## src/include/cc_route_consts.svh

```systemverilog
// Core complex routing fabric constants
// Widths, port counts and queue depths shared by all blocks
`ifndef CC_ROUTE_CONSTS_SVH
`define CC_ROUTE_CONSTS_SVH

// Data path widths
`define CC_ADDR_WIDTH 32
`define CC_DATA_WIDTH 32

// Offload destination register id
`define CC_ID_WIDTH 5

// Accelerator ports and select bits from the offload address
`define CC_NUM_ACC 4
`define CC_ACC_SEL_WIDTH 2

// Low address bits inside the TCDM window
`define CC_TCDM_ADDR_WIDTH 17

// Outstanding data requests
`define CC_RESP_DEPTH 4

`endif

```

## src/logic/cc_offload_pkg.sv

```systemverilog
// Offload path types
// Request and response payloads between core and accelerator ports
`include "cc_route_consts.svh"

package cc_offload_pkg;

  // --------------------------------------------------
  // Offload request
  // --------------------------------------------------
  typedef struct packed {
    // Low bits select the accelerator port
    logic [`CC_ACC_SEL_WIDTH-1:0] addr;
    logic [`CC_ID_WIDTH-1:0]      id;
    logic [`CC_DATA_WIDTH-1:0]    data_arga;
    logic [`CC_DATA_WIDTH-1:0]    data_op;
  } acc_req_t;

  // --------------------------------------------------
  // Offload response
  // --------------------------------------------------
  typedef struct packed {
    logic [`CC_ID_WIDTH-1:0]   id;
    logic [`CC_DATA_WIDTH-1:0] data;
    logic                      error;
  } acc_rsp_t;

endpackage

```

## src/logic/cc_mem_pkg.sv

```systemverilog
// Data path types
// Data request and response payloads and the target port select
`include "cc_route_consts.svh"

package cc_mem_pkg;

  // --------------------------------------------------
  // Data request
  // --------------------------------------------------
  typedef struct packed {
    logic [`CC_ADDR_WIDTH-1:0]   addr;
    logic                        write;
    logic [`CC_DATA_WIDTH-1:0]   data;
    logic [`CC_DATA_WIDTH/8-1:0] strb;
  } dreq_t;

  // --------------------------------------------------
  // Data response
  // --------------------------------------------------
  typedef struct packed {
    logic [`CC_DATA_WIDTH-1:0] data;
    logic                      error;
  } drsp_t;

  // Target of a data access
  typedef enum logic {
    PORT_SOC  = 1'b0,
    PORT_TCDM = 1'b1
  } port_sel_e;

endpackage

```

## src/logic/offload_demux.sv

```systemverilog
// Offload request demux
// Steers the core offload stream to one of the accelerator ports
`timescale 1ns/1ps
`include "cc_route_consts.svh"

module offload_demux (
  input  logic                           clk_i,
  input  logic                           rst_ni,
  // Core side
  input  logic                           acc_qvalid_i,
  input  cc_offload_pkg::acc_req_t       acc_qreq_i,
  output logic                           acc_qready_o,
  // Accelerator side
  output logic [`CC_NUM_ACC-1:0]         acc_port_qvalid_o,
  output cc_offload_pkg::acc_req_t       acc_port_qreq_o,
  input  logic [`CC_NUM_ACC-1:0]         acc_port_qready_i
);

  // One-hot valid on the addressed port
  always_comb begin
    acc_port_qvalid_o = '0;
    acc_port_qvalid_o[acc_qreq_i.addr] = acc_qvalid_i;
  end

  // Only the selected port may accept
  assign acc_qready_o = acc_port_qready_i[acc_qreq_i.addr];

  // Payload is broadcast, valid qualifies it
  assign acc_port_qreq_o = acc_qreq_i;

endmodule

```

## src/logic/offload_rsp_arbiter.sv

```systemverilog
// Offload response arbiter
// Round-robin merge of the accelerator response streams into one
`timescale 1ns/1ps
`include "cc_route_consts.svh"

module offload_rsp_arbiter (
  input  logic                                       clk_i,
  input  logic                                       rst_ni,
  // Accelerator side
  input  logic [`CC_NUM_ACC-1:0]                     acc_port_pvalid_i,
  input  cc_offload_pkg::acc_rsp_t [`CC_NUM_ACC-1:0] acc_port_prsp_i,
  output logic [`CC_NUM_ACC-1:0]                     acc_port_pready_o,
  // Core side
  output logic                                       acc_pvalid_o,
  output cc_offload_pkg::acc_rsp_t                   acc_prsp_o,
  input  logic                                       acc_pready_i
);

  localparam int unsigned SelW = `CC_ACC_SEL_WIDTH;

  logic [SelW-1:0] last_q;
  logic [SelW-1:0] gnt_q;
  logic            lock_q;
  logic [SelW-1:0] sel;
  logic            found;

  // --------------------------------------------------
  // Grant selection
  // --------------------------------------------------
  always_comb begin
    logic [SelW-1:0] idx;
    sel   = last_q;
    found = 1'b0;
    for (int i = 1; i <= `CC_NUM_ACC; i++) begin
      idx = last_q + SelW'(i);
      if (!found && acc_port_pvalid_i[idx]) begin
        sel   = idx;
        found = 1'b1;
      end
    end
    // Stalled output keeps its grant
    if (lock_q) begin
      sel = gnt_q;
    end
  end

  assign acc_pvalid_o = acc_port_pvalid_i[sel];
  assign acc_prsp_o   = acc_port_prsp_i[sel];

  always_comb begin
    acc_port_pready_o      = '0;
    acc_port_pready_o[sel] = acc_pready_i & acc_pvalid_o;
  end

  // --------------------------------------------------
  // Pointer and lock
  // --------------------------------------------------
  always_ff @(posedge clk_i) begin
    if (rst_ni) begin
      // Port 0 gets first priority
      last_q <= SelW'(`CC_NUM_ACC - 1);
      lock_q <= 1'b0;
    end else if (acc_pvalid_o && acc_pready_i) begin
      last_q <= sel;
      lock_q <= 1'b0;
    end else if (acc_pvalid_o) begin
      lock_q <= 1'b1;
    end
  end

  always_ff @(posedge clk_i) begin
    if (acc_pvalid_o && !lock_q) begin
      gnt_q <= sel;
    end
  end

endmodule

```

## src/logic/data_router.sv

```systemverilog
// Data request router
// Decodes TCDM or SoC target, steers requests and returns responses
// in request order through a small order queue
`timescale 1ns/1ps
`include "cc_route_consts.svh"

module data_router (
  input  logic                      clk_i,
  input  logic                      rst_ni,
  input  logic [`CC_ADDR_WIDTH-1:0] tcdm_base_i,
  // Core side
  input  logic                      data_qvalid_i,
  input  cc_mem_pkg::dreq_t         data_qreq_i,
  output logic                      data_qready_o,
  output logic                      data_pvalid_o,
  output cc_mem_pkg::drsp_t         data_prsp_o,
  input  logic                      data_pready_i,
  // TCDM port
  output logic                      tcdm_qvalid_o,
  output cc_mem_pkg::dreq_t         tcdm_qreq_o,
  input  logic                      tcdm_qready_i,
  input  logic                      tcdm_pvalid_i,
  input  cc_mem_pkg::drsp_t         tcdm_prsp_i,
  output logic                      tcdm_pready_o,
  // SoC port
  output logic                      soc_qvalid_o,
  output cc_mem_pkg::dreq_t         soc_qreq_o,
  input  logic                      soc_qready_i,
  input  logic                      soc_pvalid_i,
  input  cc_mem_pkg::drsp_t         soc_prsp_i,
  output logic                      soc_pready_o
);

  localparam int unsigned AddrW = `CC_ADDR_WIDTH;
  localparam int unsigned PtrW  = $clog2(`CC_RESP_DEPTH);
  localparam int unsigned CntW  = $clog2(`CC_RESP_DEPTH + 1);
  localparam logic [AddrW-1:0] TcdmMask = {AddrW{1'b1}} << `CC_TCDM_ADDR_WIDTH;

  cc_mem_pkg::port_sel_e order_q [`CC_RESP_DEPTH];
  logic [PtrW-1:0]       wr_ptr_q;
  logic [PtrW-1:0]       rd_ptr_q;
  logic [CntW-1:0]       count_q;

  cc_mem_pkg::port_sel_e req_sel;
  cc_mem_pkg::port_sel_e head;
  logic                  full;
  logic                  empty;
  logic                  push;
  logic                  pop;

  // --------------------------------------------------
  // Request side
  // --------------------------------------------------
  assign req_sel = ((data_qreq_i.addr & TcdmMask) == (tcdm_base_i & TcdmMask)) ?
                   cc_mem_pkg::PORT_TCDM : cc_mem_pkg::PORT_SOC;

  assign full  = (count_q == CntW'(`CC_RESP_DEPTH));
  assign empty = (count_q == '0);

  assign tcdm_qvalid_o = data_qvalid_i & ~full & (req_sel == cc_mem_pkg::PORT_TCDM);
  assign soc_qvalid_o  = data_qvalid_i & ~full & (req_sel == cc_mem_pkg::PORT_SOC);
  assign tcdm_qreq_o   = data_qreq_i;
  assign soc_qreq_o    = data_qreq_i;

  assign data_qready_o = ~full &
      ((req_sel == cc_mem_pkg::PORT_TCDM) ? tcdm_qready_i : soc_qready_i);
  assign push = data_qvalid_i & data_qready_o;

  // --------------------------------------------------
  // Response side
  // --------------------------------------------------
  // Head of the queue owns the response path
  assign head = order_q[rd_ptr_q];

  assign data_pvalid_o = ~empty &
      ((head == cc_mem_pkg::PORT_TCDM) ? tcdm_pvalid_i : soc_pvalid_i);
  assign data_prsp_o   = (head == cc_mem_pkg::PORT_TCDM) ? tcdm_prsp_i : soc_prsp_i;
  assign tcdm_pready_o = ~empty & (head == cc_mem_pkg::PORT_TCDM) & data_pready_i;
  assign soc_pready_o  = ~empty & (head == cc_mem_pkg::PORT_SOC) & data_pready_i;
  assign pop = data_pvalid_o & data_pready_i;

  // Order queue control
  always_ff @(posedge clk_i) begin
    if (rst_ni) begin
      wr_ptr_q <= '0;
      rd_ptr_q <= '0;
      count_q  <= '0;
    end else begin
      if (push) begin
        wr_ptr_q <= wr_ptr_q + PtrW'(1);
      end
      if (pop) begin
        rd_ptr_q <= rd_ptr_q + PtrW'(1);
      end
      case ({push, pop})
        2'b10:   count_q <= count_q + CntW'(1);
        2'b01:   count_q <= count_q - CntW'(1);
        default: count_q <= count_q;
      endcase
    end
  end

  // Order queue storage
  always_ff @(posedge clk_i) begin
    if (push) begin
      order_q[wr_ptr_q] <= req_sel;
    end
  end

endmodule

```

## src/logic/cc_route_top.sv

```systemverilog
// Core complex routing fabric top
// Offload demux, offload response arbiter and data router
`timescale 1ns/1ps
`include "cc_route_consts.svh"

module cc_route_top (
  input  logic                                       clk_i,
  input  logic                                       rst_ni,
  // Offload request from core
  input  logic                                       acc_qvalid_i,
  input  cc_offload_pkg::acc_req_t                   acc_qreq_i,
  output logic                                       acc_qready_o,
  // Offload requests to accelerators
  output logic [`CC_NUM_ACC-1:0]                     acc_port_qvalid_o,
  output cc_offload_pkg::acc_req_t                   acc_port_qreq_o,
  input  logic [`CC_NUM_ACC-1:0]                     acc_port_qready_i,
  // Offload responses from accelerators
  input  logic [`CC_NUM_ACC-1:0]                     acc_port_pvalid_i,
  input  cc_offload_pkg::acc_rsp_t [`CC_NUM_ACC-1:0] acc_port_prsp_i,
  output logic [`CC_NUM_ACC-1:0]                     acc_port_pready_o,
  // Offload response to core
  output logic                                       acc_pvalid_o,
  output cc_offload_pkg::acc_rsp_t                   acc_prsp_o,
  input  logic                                       acc_pready_i,
  // Data path from core
  input  logic [`CC_ADDR_WIDTH-1:0]                  tcdm_base_i,
  input  logic                                       data_qvalid_i,
  input  cc_mem_pkg::dreq_t                          data_qreq_i,
  output logic                                       data_qready_o,
  output logic                                       data_pvalid_o,
  output cc_mem_pkg::drsp_t                          data_prsp_o,
  input  logic                                       data_pready_i,
  // TCDM port
  output logic                                       tcdm_qvalid_o,
  output cc_mem_pkg::dreq_t                          tcdm_qreq_o,
  input  logic                                       tcdm_qready_i,
  input  logic                                       tcdm_pvalid_i,
  input  cc_mem_pkg::drsp_t                          tcdm_prsp_i,
  output logic                                       tcdm_pready_o,
  // SoC port
  output logic                                       soc_qvalid_o,
  output cc_mem_pkg::dreq_t                          soc_qreq_o,
  input  logic                                       soc_qready_i,
  input  logic                                       soc_pvalid_i,
  input  cc_mem_pkg::drsp_t                          soc_prsp_i,
  output logic                                       soc_pready_o
);

  // --------------------------------------------------
  // Offload path
  // --------------------------------------------------
  offload_demux i_offload_demux (
    .clk_i             ( clk_i             ),
    .rst_ni            ( rst_ni            ),
    .acc_qvalid_i      ( acc_qvalid_i      ),
    .acc_qreq_i        ( acc_qreq_i        ),
    .acc_qready_o      ( acc_qready_o      ),
    .acc_port_qvalid_o ( acc_port_qvalid_o ),
    .acc_port_qreq_o   ( acc_port_qreq_o   ),
    .acc_port_qready_i ( acc_port_qready_i )
  );

  offload_rsp_arbiter i_offload_rsp_arbiter (
    .clk_i             ( clk_i             ),
    .rst_ni            ( rst_ni            ),
    .acc_port_pvalid_i ( acc_port_pvalid_i ),
    .acc_port_prsp_i   ( acc_port_prsp_i   ),
    .acc_port_pready_o ( acc_port_pready_o ),
    .acc_pvalid_o      ( acc_pvalid_o      ),
    .acc_prsp_o        ( acc_prsp_o        ),
    .acc_pready_i      ( acc_pready_i      )
  );

  // --------------------------------------------------
  // Data path
  // --------------------------------------------------
  data_router i_data_router (
    .clk_i         ( clk_i         ),
    .rst_ni        ( rst_ni        ),
    .tcdm_base_i   ( tcdm_base_i   ),
    .data_qvalid_i ( data_qvalid_i ),
    .data_qreq_i   ( data_qreq_i   ),
    .data_qready_o ( data_qready_o ),
    .data_pvalid_o ( data_pvalid_o ),
    .data_prsp_o   ( data_prsp_o   ),
    .data_pready_i ( data_pready_i ),
    .tcdm_qvalid_o ( tcdm_qvalid_o ),
    .tcdm_qreq_o   ( tcdm_qreq_o   ),
    .tcdm_qready_i ( tcdm_qready_i ),
    .tcdm_pvalid_i ( tcdm_pvalid_i ),
    .tcdm_prsp_i   ( tcdm_prsp_i   ),
    .tcdm_pready_o ( tcdm_pready_o ),
    .soc_qvalid_o  ( soc_qvalid_o  ),
    .soc_qreq_o    ( soc_qreq_o    ),
    .soc_qready_i  ( soc_qready_i  ),
    .soc_pvalid_i  ( soc_pvalid_i  ),
    .soc_prsp_i    ( soc_prsp_i    ),
    .soc_pready_o  ( soc_pready_o  )
  );

endmodule

```

## config.mk

```make
export PLATFORM = sky130hd
export DESIGN_NAME = cc_route_top
export DESIGN_NICKNAME = d
export VERILOG_FILES = /design/src/logic/cc_offload_pkg.sv /design/src/logic/cc_mem_pkg.sv /design/src/logic/offload_demux.sv /design/src/logic/offload_rsp_arbiter.sv /design/src/logic/data_router.sv /design/src/logic/cc_route_top.sv
export VERILOG_INCLUDE_DIRS = /design/src /design/src/include
export SDC_FILE = /design/constraint.sdc
export NUM_CORES = 1
export LEC_CHECK = 0
export BUFFER_PORTS_ARGS = -buffer_cell sky130_fd_sc_hd__clkbuf_2
export CAP_MARGIN = 5
export CORE_AREA = 2 2 277 279
export DETAILED_ROUTE_END_ITERATION = 10
export DIE_AREA = 0 0 279 281
export HOLD_SLACK_MARGIN = 0.03
export PLACE_DENSITY_LB_ADDON = 0.3
export SLEW_MARGIN = 20
export SYNTH_ARGS = -nofsm -noshare
export SYNTH_HDL_FRONTEND = slang
export SYNTH_HIERARCHICAL = 1
export SYNTH_SLANG_ARGS = --single-unit
```

## constraint.sdc

```tcl
create_clock -name clk_i -period 4.2 [get_ports clk_i]
set_input_delay 0.42 -clock clk_i [delete_from_list [all_inputs] [get_ports clk_i]]
set_output_delay 0.42 -clock clk_i [all_outputs]
set_load 0.005 [all_outputs]
```

==> results of run 1 <==
==> through the flow <==
stage | total power [mW] | hold WS, ps
2_1_floorplan | 1.70 | 482
3_3_place_gp | 2.01 | 500
3_5_place_dp | 2.01 | 515
4_1_cts | 2.28 | 513
5_1_grt | 2.41 | 535
6_report | 2.22 | 526
==> synth_stat cells (2+ instances only) <==
cell / number / share of area [%]
buf_4: 211 / 34
mux2i_1: 118 / 25
mux2_2: 34 / 8.1
nor2_1: 15 / 1.2
xor2_1: 14 / 2.6
dfxtp_1: 12 / 5.1
inv_1: 11 / 0.88
nand2_1: 8 / 0.64
buf_12: 7 / 3.0
buf_2: 7 / 0.74
and2_1: 6 / 0.80
edfxtp_1: 6 / 3.8
nand2b_1: 6 / 0.80
a21oi_1: 5 / 0.53
ha_1: 5 / 1.3
nor3_1: 5 / 0.53
xnor2_1: 5 / 0.93
nand3_1: 3 / 0.32
nor2b_1: 3 / 0.40
nor4_1: 3 / 0.40
a221oi_2: 2 / 0.64
and3b_2: 2 / 0.42
inv_2: 2 / 0.16
mux4_2: 2 / 0.96
nand4_1: 2 / 0.27
nor3b_1: 2 / 0.32
o2111ai_1: 2 / 0.37
o21ai_0: 2 / 0.21
o21ai_1: 2 / 0.21
==> area by class of cell <==
type                    count  area (sq um)  area share, %
diodes                      1          2.50         0.0403
clock buffers               4          88.8           1.43
inverters                  14          52.6          0.847
multi-input cells         268          2450           39.5
flip-flops and latches     18           420           6.77
well taps                 978          1220           19.7
repair buffers            391          1970           31.7
==> power groups by stage <==
stage / combinational [mW] / clock, mW / sequential, mW
5_1_grt: 1.87 / 0.273 / 0.263
6_report: 1.72 / 0.248 / 0.256
3_3_place_gp: 1.75 / 0 / 0.263
2_1_floorplan: 1.47 / 0 / 0.234
4_1_cts: 1.75 / 0.270 / 0.257
3_5_place_dp: 1.75 / 0 / 0.261
==> per-layer routing <==
metal	up-vias	part of all wire (%)	track usage (%)
li1	1930	-	-
met1	1759	25	3.12
met4	0	5.6	2.88
met3	64	15	2.45
met5	-	0	0
met2	472	55	9.97
==> cells by family after synthesis <==
logic type	after synthesis
AO/OA/AOI/OAI	23
adder cells (fa/ha/maj)	6
multiplexers	156
flip-flops	18
buffers and inverters	242
XOR/XNOR	19
AND/OR/NAND/NOR	64
==> worst max-delay path, cell delays in order (launching register included) <==
cell      delay, ps
dfxtp_1         510
nor3b_1         280
a221oi_2        100
a221o_2         430
nand2_8         470
buf_4           370
mux2i_1         230
mux2i_1         100
clkbuf_2        120
==> worst paths after layout <==
check                              endpoint  depth (start not counted)
setup / recovery             acc_prsp_o[24]                          8
setup reg to reg   i_data_router/count_q[2]                         11
hold / removal    i_data_router/wr_ptr_q[1]                          2
hold reg to reg   i_data_router/wr_ptr_q[1]                          2
==> summary.txt, run 1 <==
STA
  – Max-slew violations: 0
  – Hold Vio Cnt, Final: 0
  – Worst slew margin: 26.2%
  – Final worst setup slack: about 850 ps
  – Period utilization: 79.7%
  – RSZ-0062 raised after global routing: no
  – Achievable frequency: 299 MHz
  – Tmin final: 3350 ps
  – Final Skew: approximately 15 ps
  – Setup TNS: 0 ps
  – Final setup viols: 0
  – Slew @ Worst Pin: 1100 ps

Finish
  – Fin cells: about 1,700
  – Most frequent cells in the layout: 386 x clkbuf_2, 118 x mux2i_1, 34 x mux2_2
  – Utilization after layout: approximately 8%
  – Design area: between 0.006 and 0.007 sq mm
  – Area delta synth->final: 31.7%
  – Share of cells above drive strength 1: 64.6%
  – # nets final: roughly 1,100
  – Number of fill cells: about 8,800
  – Commonest non-fill, non-tap cell in the layout: clkbuf_2

Routing
  – Via Count: 4,225
  – Remaining DRCs: 0
  – TritonRoute pass-1 iters: 3
  – Starting DRC count in detailed routing: 69
  – Via density: 2.52
  – Drt wl/cell: 12.4 um
  – Total Wirelength: about 21,000 um
  – Post-route ant nets: 0

Pwr
  – Sequential share of power: 11.5%
  – Switching pwr: 1.00 mW
  – Leak pwr: between 2 and 3 nW
  – Cell Int Power: about 1.2 mW
  – Switch share: 45.1%
  – PD cells: 358 mW/mm^2
  – Max IR drop VDD: 281 uV
  – Gate power share: 77.3%
  – Clock share of power: between 10% and 20%

Logic synthesis
  – Async set-reset flop share out of synthesis: 0%
  – Simple-Gate Fraction of Synth Area: 7.94%
  – Primary FF master, synth: dfxtp_1
  – Main combinational cell family by area after synthesis: buffers and inverters
  – Seq cells post-synth: 18
  – Synthesized net count: 942
  – Compound-Gate Fraction of Synth Area: under 10%
  – Xor and xnor area share after synthesis: 3.53%
  – Post-synth cell types: 55
  – Avg Cell Area, Syn: 8.92 sq um
  – Multiplexer share of the synthesized area: 34.9%
  – Synthesis warning total: 6
  – Synthesized instance count: 528
  – Adder-Cell Fraction of Synth Area: 1.75%
  – EDFF count, synth: 6
  – Mapped cell area: between 0.004 and 0.005 sq mm
  – Sequential fraction of the synthesis area: 8.92%

Die
  – Die span in x: 279 um
  – Core area: 0.0754 sq mm
  – Die footprint: 0.0784 sq mm
  – Die H: 281 um
  – Initial Util: ~6.2%
  – Rows: 101
  – I/O pin count: 704

Worst setup path
  – Crit Path Class: flip-flop to output pin
  – Critical path startpoint category: flip-flop
  – Reg2Reg Setup Slack: 1210 ps
  – Worst Path Max Fanout: 68
  – Critical path origin: i_offload_rsp_arbiter/last_q[0]
  – CP endpoint kind: output pin
  – Worst endpoint data arrival time: around 2900 ps
  – Critical R2R Launch: i_data_router/count_q[0]
  – WP data required: 3780 ps

Clocking
  – Num CTS Buffers: 3
  – Post-CTS sizing: 0
  – CTS tree: built
  – Hold-fix buffers, CTS: 0
  – Clk sinks: 18
  – Clock transition at path regs: 80 ps
  – Clock Path Buffers: 2
  – Root buf cell: clkbuf_16
  – H-tree levels: 1
  – Post-CTS Setup Bufs: 0
  – Clock latency on the worst-skew pair: 280 ps

Status
  – Status: complete, no violations

Job
  – Max-Cap Viols: 0

GRT
  – Vias in the first global route: 4,278
  – Initial antenna violation count: 2
  – GRT Residual Overflow: 0
  – First-pass GRT wire length: between 20,000 and 30,000 um
  – Largest net degree at the start of global routing: 69
  – All-Layer GR Usage: 4.75%

Hold path
  – Critical hold path startpoint: i_data_router/wr_ptr_q[1]
  – Worst hold-check path type: flip-flop to flip-flop

Placement
  – DP Area: 0.00612 sq mm
  – I/O Buffers: just under 400
  – Final GP Congestion: between 0.9 and 1
  – DP HPWL: 19,000 um
  – Placed cells: approximately 1,700
  – Place WS: 1040 ps
(Power assumes the default switching activity.)
==> run 2: changes to the inputs <==
Settings changed: CORE_AREA 2 2 277 279 to 2 2 275 277, DIE_AREA 0 0 279 281 to 0 0 277 279.
Clock period 4.2 ns to 2.7 ns, I/O delays scaled along.
==> run 2 against run 1 <==
Net effect:
- total power grew 74%
- via count grew 1.5%
- wire length grew 0.23%
- critical path depth grew 1
- critical endpoint is now acc_prsp_o[37]
==> summary.txt, run 2 (synthesis gave the netlist of run 1 again) <==
Routing
  – WL met2: 10,900 um (-5.0%)
  – Highest routed layer: met4
  – Starting DRC count in detailed routing: 92 (+33%)
  – WL met1: 6060 um (+17%)
  – Post-route ant nets: 0 (unchanged)
  – Drt wl/cell: 12.4 um (-0.31%)
  – Met3 wire len: 2670 um (-13%)
  – Via density: 2.55 (+0.97%)
  – Via Count: 4,289 (+1.5%)
  – Remaining DRCs: 0 (unchanged)
  – TritonRoute pass-1 iters: 4 (+1)
  – Total Wirelength: 20,900 um (+0.23%)

STA
  – Period utilization: between 90% and 100%
  – Final Skew: 17.0 ps (+1.85 ps)
  – Tmin final: 2630 ps
  – Final worst setup slack: 68.1 ps (-785 ps)
  – Max-slew violations: 0 (unchanged)
  – Slew @ Worst Pin: 480 ps (-617 ps)
  – RSZ-0062 raised after global routing: no
  – Worst slew margin: 67.7% (+42 points)
  – Final setup viols: 0 (unchanged)
  – Hold Vio Cnt, Final: 0 (unchanged)
  – Achievable frequency: 380 MHz
  – Setup TNS: 0 ps (unchanged)

Clocking
  – Root buf cell: clkbuf_16
  – Hold-fix buffers, CTS: 0 (unchanged)
  – Clock transition at path regs: 80 ps (about the same)
  – Clk sinks: 18 (unchanged)
  – CTS tree: built
  – H-tree levels: 1 (unchanged)
  – Num CTS Buffers: 3 (unchanged)
  – Clock Path Buffers: 2 (unchanged)
  – Clock latency on the worst-skew pair: 280 ps (about the same)

Worst setup path
  – CP peak stage delay: 370 ps (-140 ps)
  – Worst path cell trace: nor3b_2, a221oi_2, a221o_2, buf_12, nand2_8, buf_4, mux2i_1, mux2i_1, clkbuf_2
  – Crit Path Class: flip-flop to output pin
  – CP endpoint kind: output pin
  – Crit-path leading delay family: compound AO/OA/AOI/OAI gates
  – Worst endpoint data arrival time: 2360 ps (-570 ps)
  – WP data required: 2430 ps (-1350 ps)
  – Critical path startpoint category: flip-flop
  – Most frequent CP cell: mux2i_1
  – WP buf/inv: 3 (+1)
  – Worst Path Max Fanout: 9 (-87%)
  – Critical-path top delay cell: dfxtp_4

Hold path
  – Worst hold-check path type: primary input to flip-flop

Finish
  – Fin cells: 1,683 (+0.54%)
  – # nets final: 1,129 (+1.7%)
  – Commonest non-fill, non-tap cell in the layout: clkbuf_2
  – Utilization after layout: 8.70% (+0.47 points)
  – Share of cells above drive strength 1: 66.5% (+1.9 points)
  – Most frequent cells in the layout: 386 x clkbuf_2, 117 x mux2i_1, 33 x mux2_2
  – Area delta synth->final: 36.8%
  – Antenna cell count: 0 (-1)

Pwr
  – Max IR drop VDD: 501 uV (+78%)
  – Leak pwr: 3.05 nW (+4.6%)
  – PD cells: 601 mW/mm^2 (+68%)

Die
  – Core area: 0.0741 sq mm (-1.8%)
  – Die footprint: 0.0773 sq mm (-1.4%)
  – Initial Util: 6.36% (+0.12 points)
  – I/O pin count: 704 (unchanged)
  – Die H: 279 um (-0.71%)
  – Die span in x: 277 um (-0.72%)
  – Rows: 100 (-0.99%)

GRT
  – Vias in the first global route: 4,620 (+8.0%)
  – GRT Residual Overflow: 0 (unchanged)
  – Initial antenna violation count: 0 (-2)
  – All-Layer GR Usage: 4.99% (+0.23 points)
  – First-pass GRT wire length: 28,300 um (+5.7%)
  – Largest net degree at the start of global routing: 36 (-48%)

Placement
  – I/O Buffers: 386 (unchanged)
  – Placed cells: 1,674 (+0.30%)
  – DP HPWL: 18,100 um (-4.8%)
  – Final GP Congestion: 0.896 (-3.7%)
  – Place WS: -73.1 ps (-1110 ps)

Status
  – Status: complete, no violations

Job
  – Max-Cap Viols: 0 (unchanged)
==> run 2: repair_timing <==
item | 4_1_cts | 5_1_grt
setup buffers | 1 | 1
endpoints found under the setup margin | 31 | 40
pin swaps | 1 | 1
gates resized for setup | 4 | 8
cloned | 2 | 1
==> run 2: report_power, final <==
group,internal (mW),switching [mW]
combinational,1.58,1.52
clock,0.228,0.148
sequential,0.344,0.0541
total,2.15,1.72
==> run 2: path summary, 6_finish.rpt <==
| kind | cells after the start | end | slack [ps] | startpoint |
|---|---|---|---|---|
| max | 9 | acc_prsp_o[37] | 70 | i_offload_rsp_arbiter/last_q[0] |
| min | 4 | i_data_router/wr_ptr_q[0] | 390 | soc_qready_i |
| max reg2reg | 9 | i_data_router/count_q[2] | 150 | i_data_router/order_q[2] |
| min reg2reg | 2 | i_data_router/wr_ptr_q[1] | 520 | i_data_router/wr_ptr_q[1] |
==> run 2: layout make-up <==
class / instances / area, sq um
sequential: 18 / 427
clock buffer: 4 / 88.8
fill: 8733 / 67600
tap: 969 / 1210
timing repair buffer: 408 / 2160
multi-input combinational: 270 / 2500
inverter: 14 / 52.6
==> run 2: worst min-delay path, delay by kind of cell <==
kind                   cells  cell delay, ps
AOI/OAI and AO/OA          2             200
buffers and inverters      1             110
and+or+nand+nor            1              60
==> run 2: through the flow <==
stage	power, mW	hold WS (ps)	cell area [sq um]
after floorplan	2.65	343	4710
after global placement	3.34	500	6230
after detailed placement	3.32	511	6230
after CTS	3.85	369	6370
after global routing	4.17	426	6440
final	3.87	395	6440
==> run 2: metal layers <==
layer / vias up / GRT usage [%]
met5: - / 0
met4: 0 / 3.21
met3: 91 / 2.45
met2: 433 / 9.67
met1: 1796 / 3.90
li1: 1969 / -
==> run 3: changes to the inputs <==
Settings changed: CELL_PAD_IN_SITES_DETAIL_PLACEMENT from default to 0, CELL_PAD_IN_SITES_GLOBAL_PLACEMENT from default to 2, CORE_AREA 2 2 275 277 to 2 2 278 280, DIE_AREA 0 0 277 279 to 0 0 280 282, GPL_TIMING_DRIVEN from default to 0.
==> run 3 against run 2 <==
Net effect:
- die area increased by 2.2%
- core utilization rose by 3.2 points
- via count grew 32%
- cell area rose by 40%
- clock skew is 12 ps lower
- fmax is 0.18% lower
- critical path type is now flip-flop to flip-flop
==> summary.txt, run 3 (synthesis gave the netlist of run 1 again) <==
GRT
  – GRT Residual Overflow: 0 (unchanged)
  – All-Layer GR Usage: 5.75% (+0.76 points)
  – GRT met3 Usage: 1.46% (-0.99 points)
  – M2 GR Usage: 12.5% (+2.8 points)
  – Vias in the first global route: 5,480 (+19%)
  – Largest net degree at the start of global routing: 11 (-69%)
  – Initial antenna violation count: 1 (+1)
  – Met1 Resource Use GR: 4.92% (+1.0 points)
  – First-pass GRT wire length: 33,600 um (+18%)
  – Top Usage Layer GRT: met2

Finish
  – Storage cell area: 425 sq um (-0.29%)
  – Number of fill cells: 8,799 (+0.76%)
  – Area of the multi-input gates: 0.00257 sq mm (+2.7%)
  – Share of cells above drive strength 1: 79.3% (+13 points)
  – Design area: 0.00903 sq mm (+40%)
  – Area delta synth->final: 91.6%
  – Most frequent cells in the layout: 562 x clkbuf_2, 212 x buf_4, 108 x mux2i_1
  – Commonest non-fill, non-tap cell in the layout: clkbuf_2
  – Fin cells: 2,078 (+23%)
  – # nets final: 1,513 (+34%)

Routing
  – Drt wl/cell: 12.7 um (+2.0%)
  – TritonRoute pass-1 iters: 5 (+1)
  – Post-route ant nets: 0 (unchanged)
  – Starting DRC count in detailed routing: 74 (-20%)
  – Via Count: 5,651 (+32%)
  – Remaining DRCs: 0 (unchanged)
  – Via density: 2.72 (+6.7%)
  – Total Wirelength: 26,300 um (+26%)

Clocking
  – Clock Path Buffers: 2 (unchanged)
  – Clock transition at path regs: 60 ps (-20 ps)
  – CTS tree: built
  – H-tree levels: 1 (unchanged)
  – Num CTS Buffers: 3 (unchanged)
  – Clk sinks: 18 (unchanged)
  – Root buf cell: clkbuf_16
  – Clock latency on the worst-skew pair: 260 ps (-20 ps)

Die
  – Rows: 101 (+1.0%)
  – Core area: 0.0757 sq mm (+2.2%)
  – Die span in x: 280 um (+1.1%)
  – Initial Util: 6.22% (-0.14 points)
  – Die footprint: 0.0790 sq mm (+2.2%)
  – Die H: 282 um (+1.1%)
  – I/O pin count: 704 (unchanged)

Worst setup path
  – Worst Path Max Fanout: 9 (unchanged)
  – Critical path startpoint category: flip-flop
  – Worst endpoint data arrival time: 2830 ps (+470 ps)
  – Crit Path Class: flip-flop to flip-flop
  – WP data required: 2890 ps (+460 ps)
  – CP endpoint kind: flip-flop

STA
  – Achievable frequency: 379 MHz (-0.18%)
  – Hold Vio Cnt, Final: 0 (unchanged)
  – Final worst setup slack: 63.4 ps (-4.72 ps)
  – RSZ-0062 raised after global routing: yes
  – Setup TNS: 0 ps (unchanged)
  – Final Skew: 4.75 ps (-12.2 ps)
  – Worst slew margin: 62.5% (-5.2 points)
  – Tmin final: 2640 ps (+4.72 ps)
  – Final setup viols: 0 (unchanged)
  – Max-slew violations: 0 (unchanged)
  – Period utilization: 97.7% (+0.17 points)
  – Slew @ Worst Pin: 558 ps (+77.7 ps)

Pwr
  – Clock share of power: 7.7% (-2.0 points)
  – Max IR drop VDD: 398 uV (-21%)
  – PD cells: 506 mW/mm^2 (-16%)
  – Leak pwr: 4.78 nW (+57%)
  – Total Power: 4.57 mW (+18%)
  – Sequential share of power: 8.6% (-1.7 points)
  – Cell Int Power: 2.58 mW (+20%)
  – Switching pwr: 1.98 mW (+15%)
  – Switch share: 43.4% (-1.0 points)
  – Gate power share: 83.7% (+3.7 points)

Placement
  – Placed cells: 2,069 (+24%)
  – DP HPWL: 24,100 um (+34%)
  – DP Area: 0.00875 sq mm (+40%)
  – Place WS: -313 ps (-240 ps)
  – I/O Buffers: 563 (+46%)
  – Final GP Congestion: 0.789 (-12%)

Job
  – Max-Cap Viols: 0 (unchanged)

Hold path
  – Worst hold-check path type: primary input to flip-flop

Status
  – Status: complete, no violations
-- run 3: per-layer routing --
metal,wire length [um],up-vias
met3,2280,16
met2,15200,385
met4,602,0
li1,-,2740
met1,8170,2510
met5,0,-
-- run 3: final cells by class --
type	count	share of cell area [%]
inverter	14	0.624
antenna	2	0.0554
timing repair buffer	566	31.6
tap	978	13.6
multi-input combinational	269	28.4
clock buffer	4	0.984
buffer	227	20.0
sequential	18	4.71
-- run 3: power by group through the flow --
stage	Sequential, mW	Combinational [mW]	Clock [mW]
2_1_floorplan	0.364	2.28	0
3_3_place_gp	0.375	3.76	0
3_5_place_dp	0.374	3.72	0
4_1_cts	0.369	3.82	0.383
5_1_grt	0.399	4.16	0.391
6_report	0.392	3.82	0.352
-- run 3: worst paths after layout --
check	depth (start not counted)	to	startpoint	slack (ps)
max	10	i_data_router/count_q[2]	i_data_router/order_q[3]	60
min	4	i_data_router/wr_ptr_q[0]	tcdm_qready_i	390
max reg2reg	10	i_data_router/count_q[2]	i_data_router/order_q[3]	60
min reg2reg	2	i_data_router/wr_ptr_q[1]	i_data_router/wr_ptr_q[1]	530
-- run 3: what timing repair did --
item                                    4_1_cts  5_1_grt
resized for setup                            13       21
hold buffers                                  0        0
pin swaps                                     2        3
buffers inserted                              1        1
endpoints found under the setup margin       14       14
gates cloned                                  0        2
-- run 3: through the flow --
step	utilization (%)	hold WS, ps
2_1_floorplan	-	343
3_3_place_gp	11.6	507
3_5_place_dp	11.6	516
4_1_cts	11.8	374
5_1_grt	11.9	413
6_report	11.9	387
-- run 3: worst max-delay path: stages, from the launching register on --
cell and delay, ps:
edfxtp_1 370, mux4_2 500, buf_8 170, mux2i_4 200
nor2_4 150, ha_4 150, inv_1 40, fa_1 360
xor2_1 160, or3_1 330, a21oi_2 130
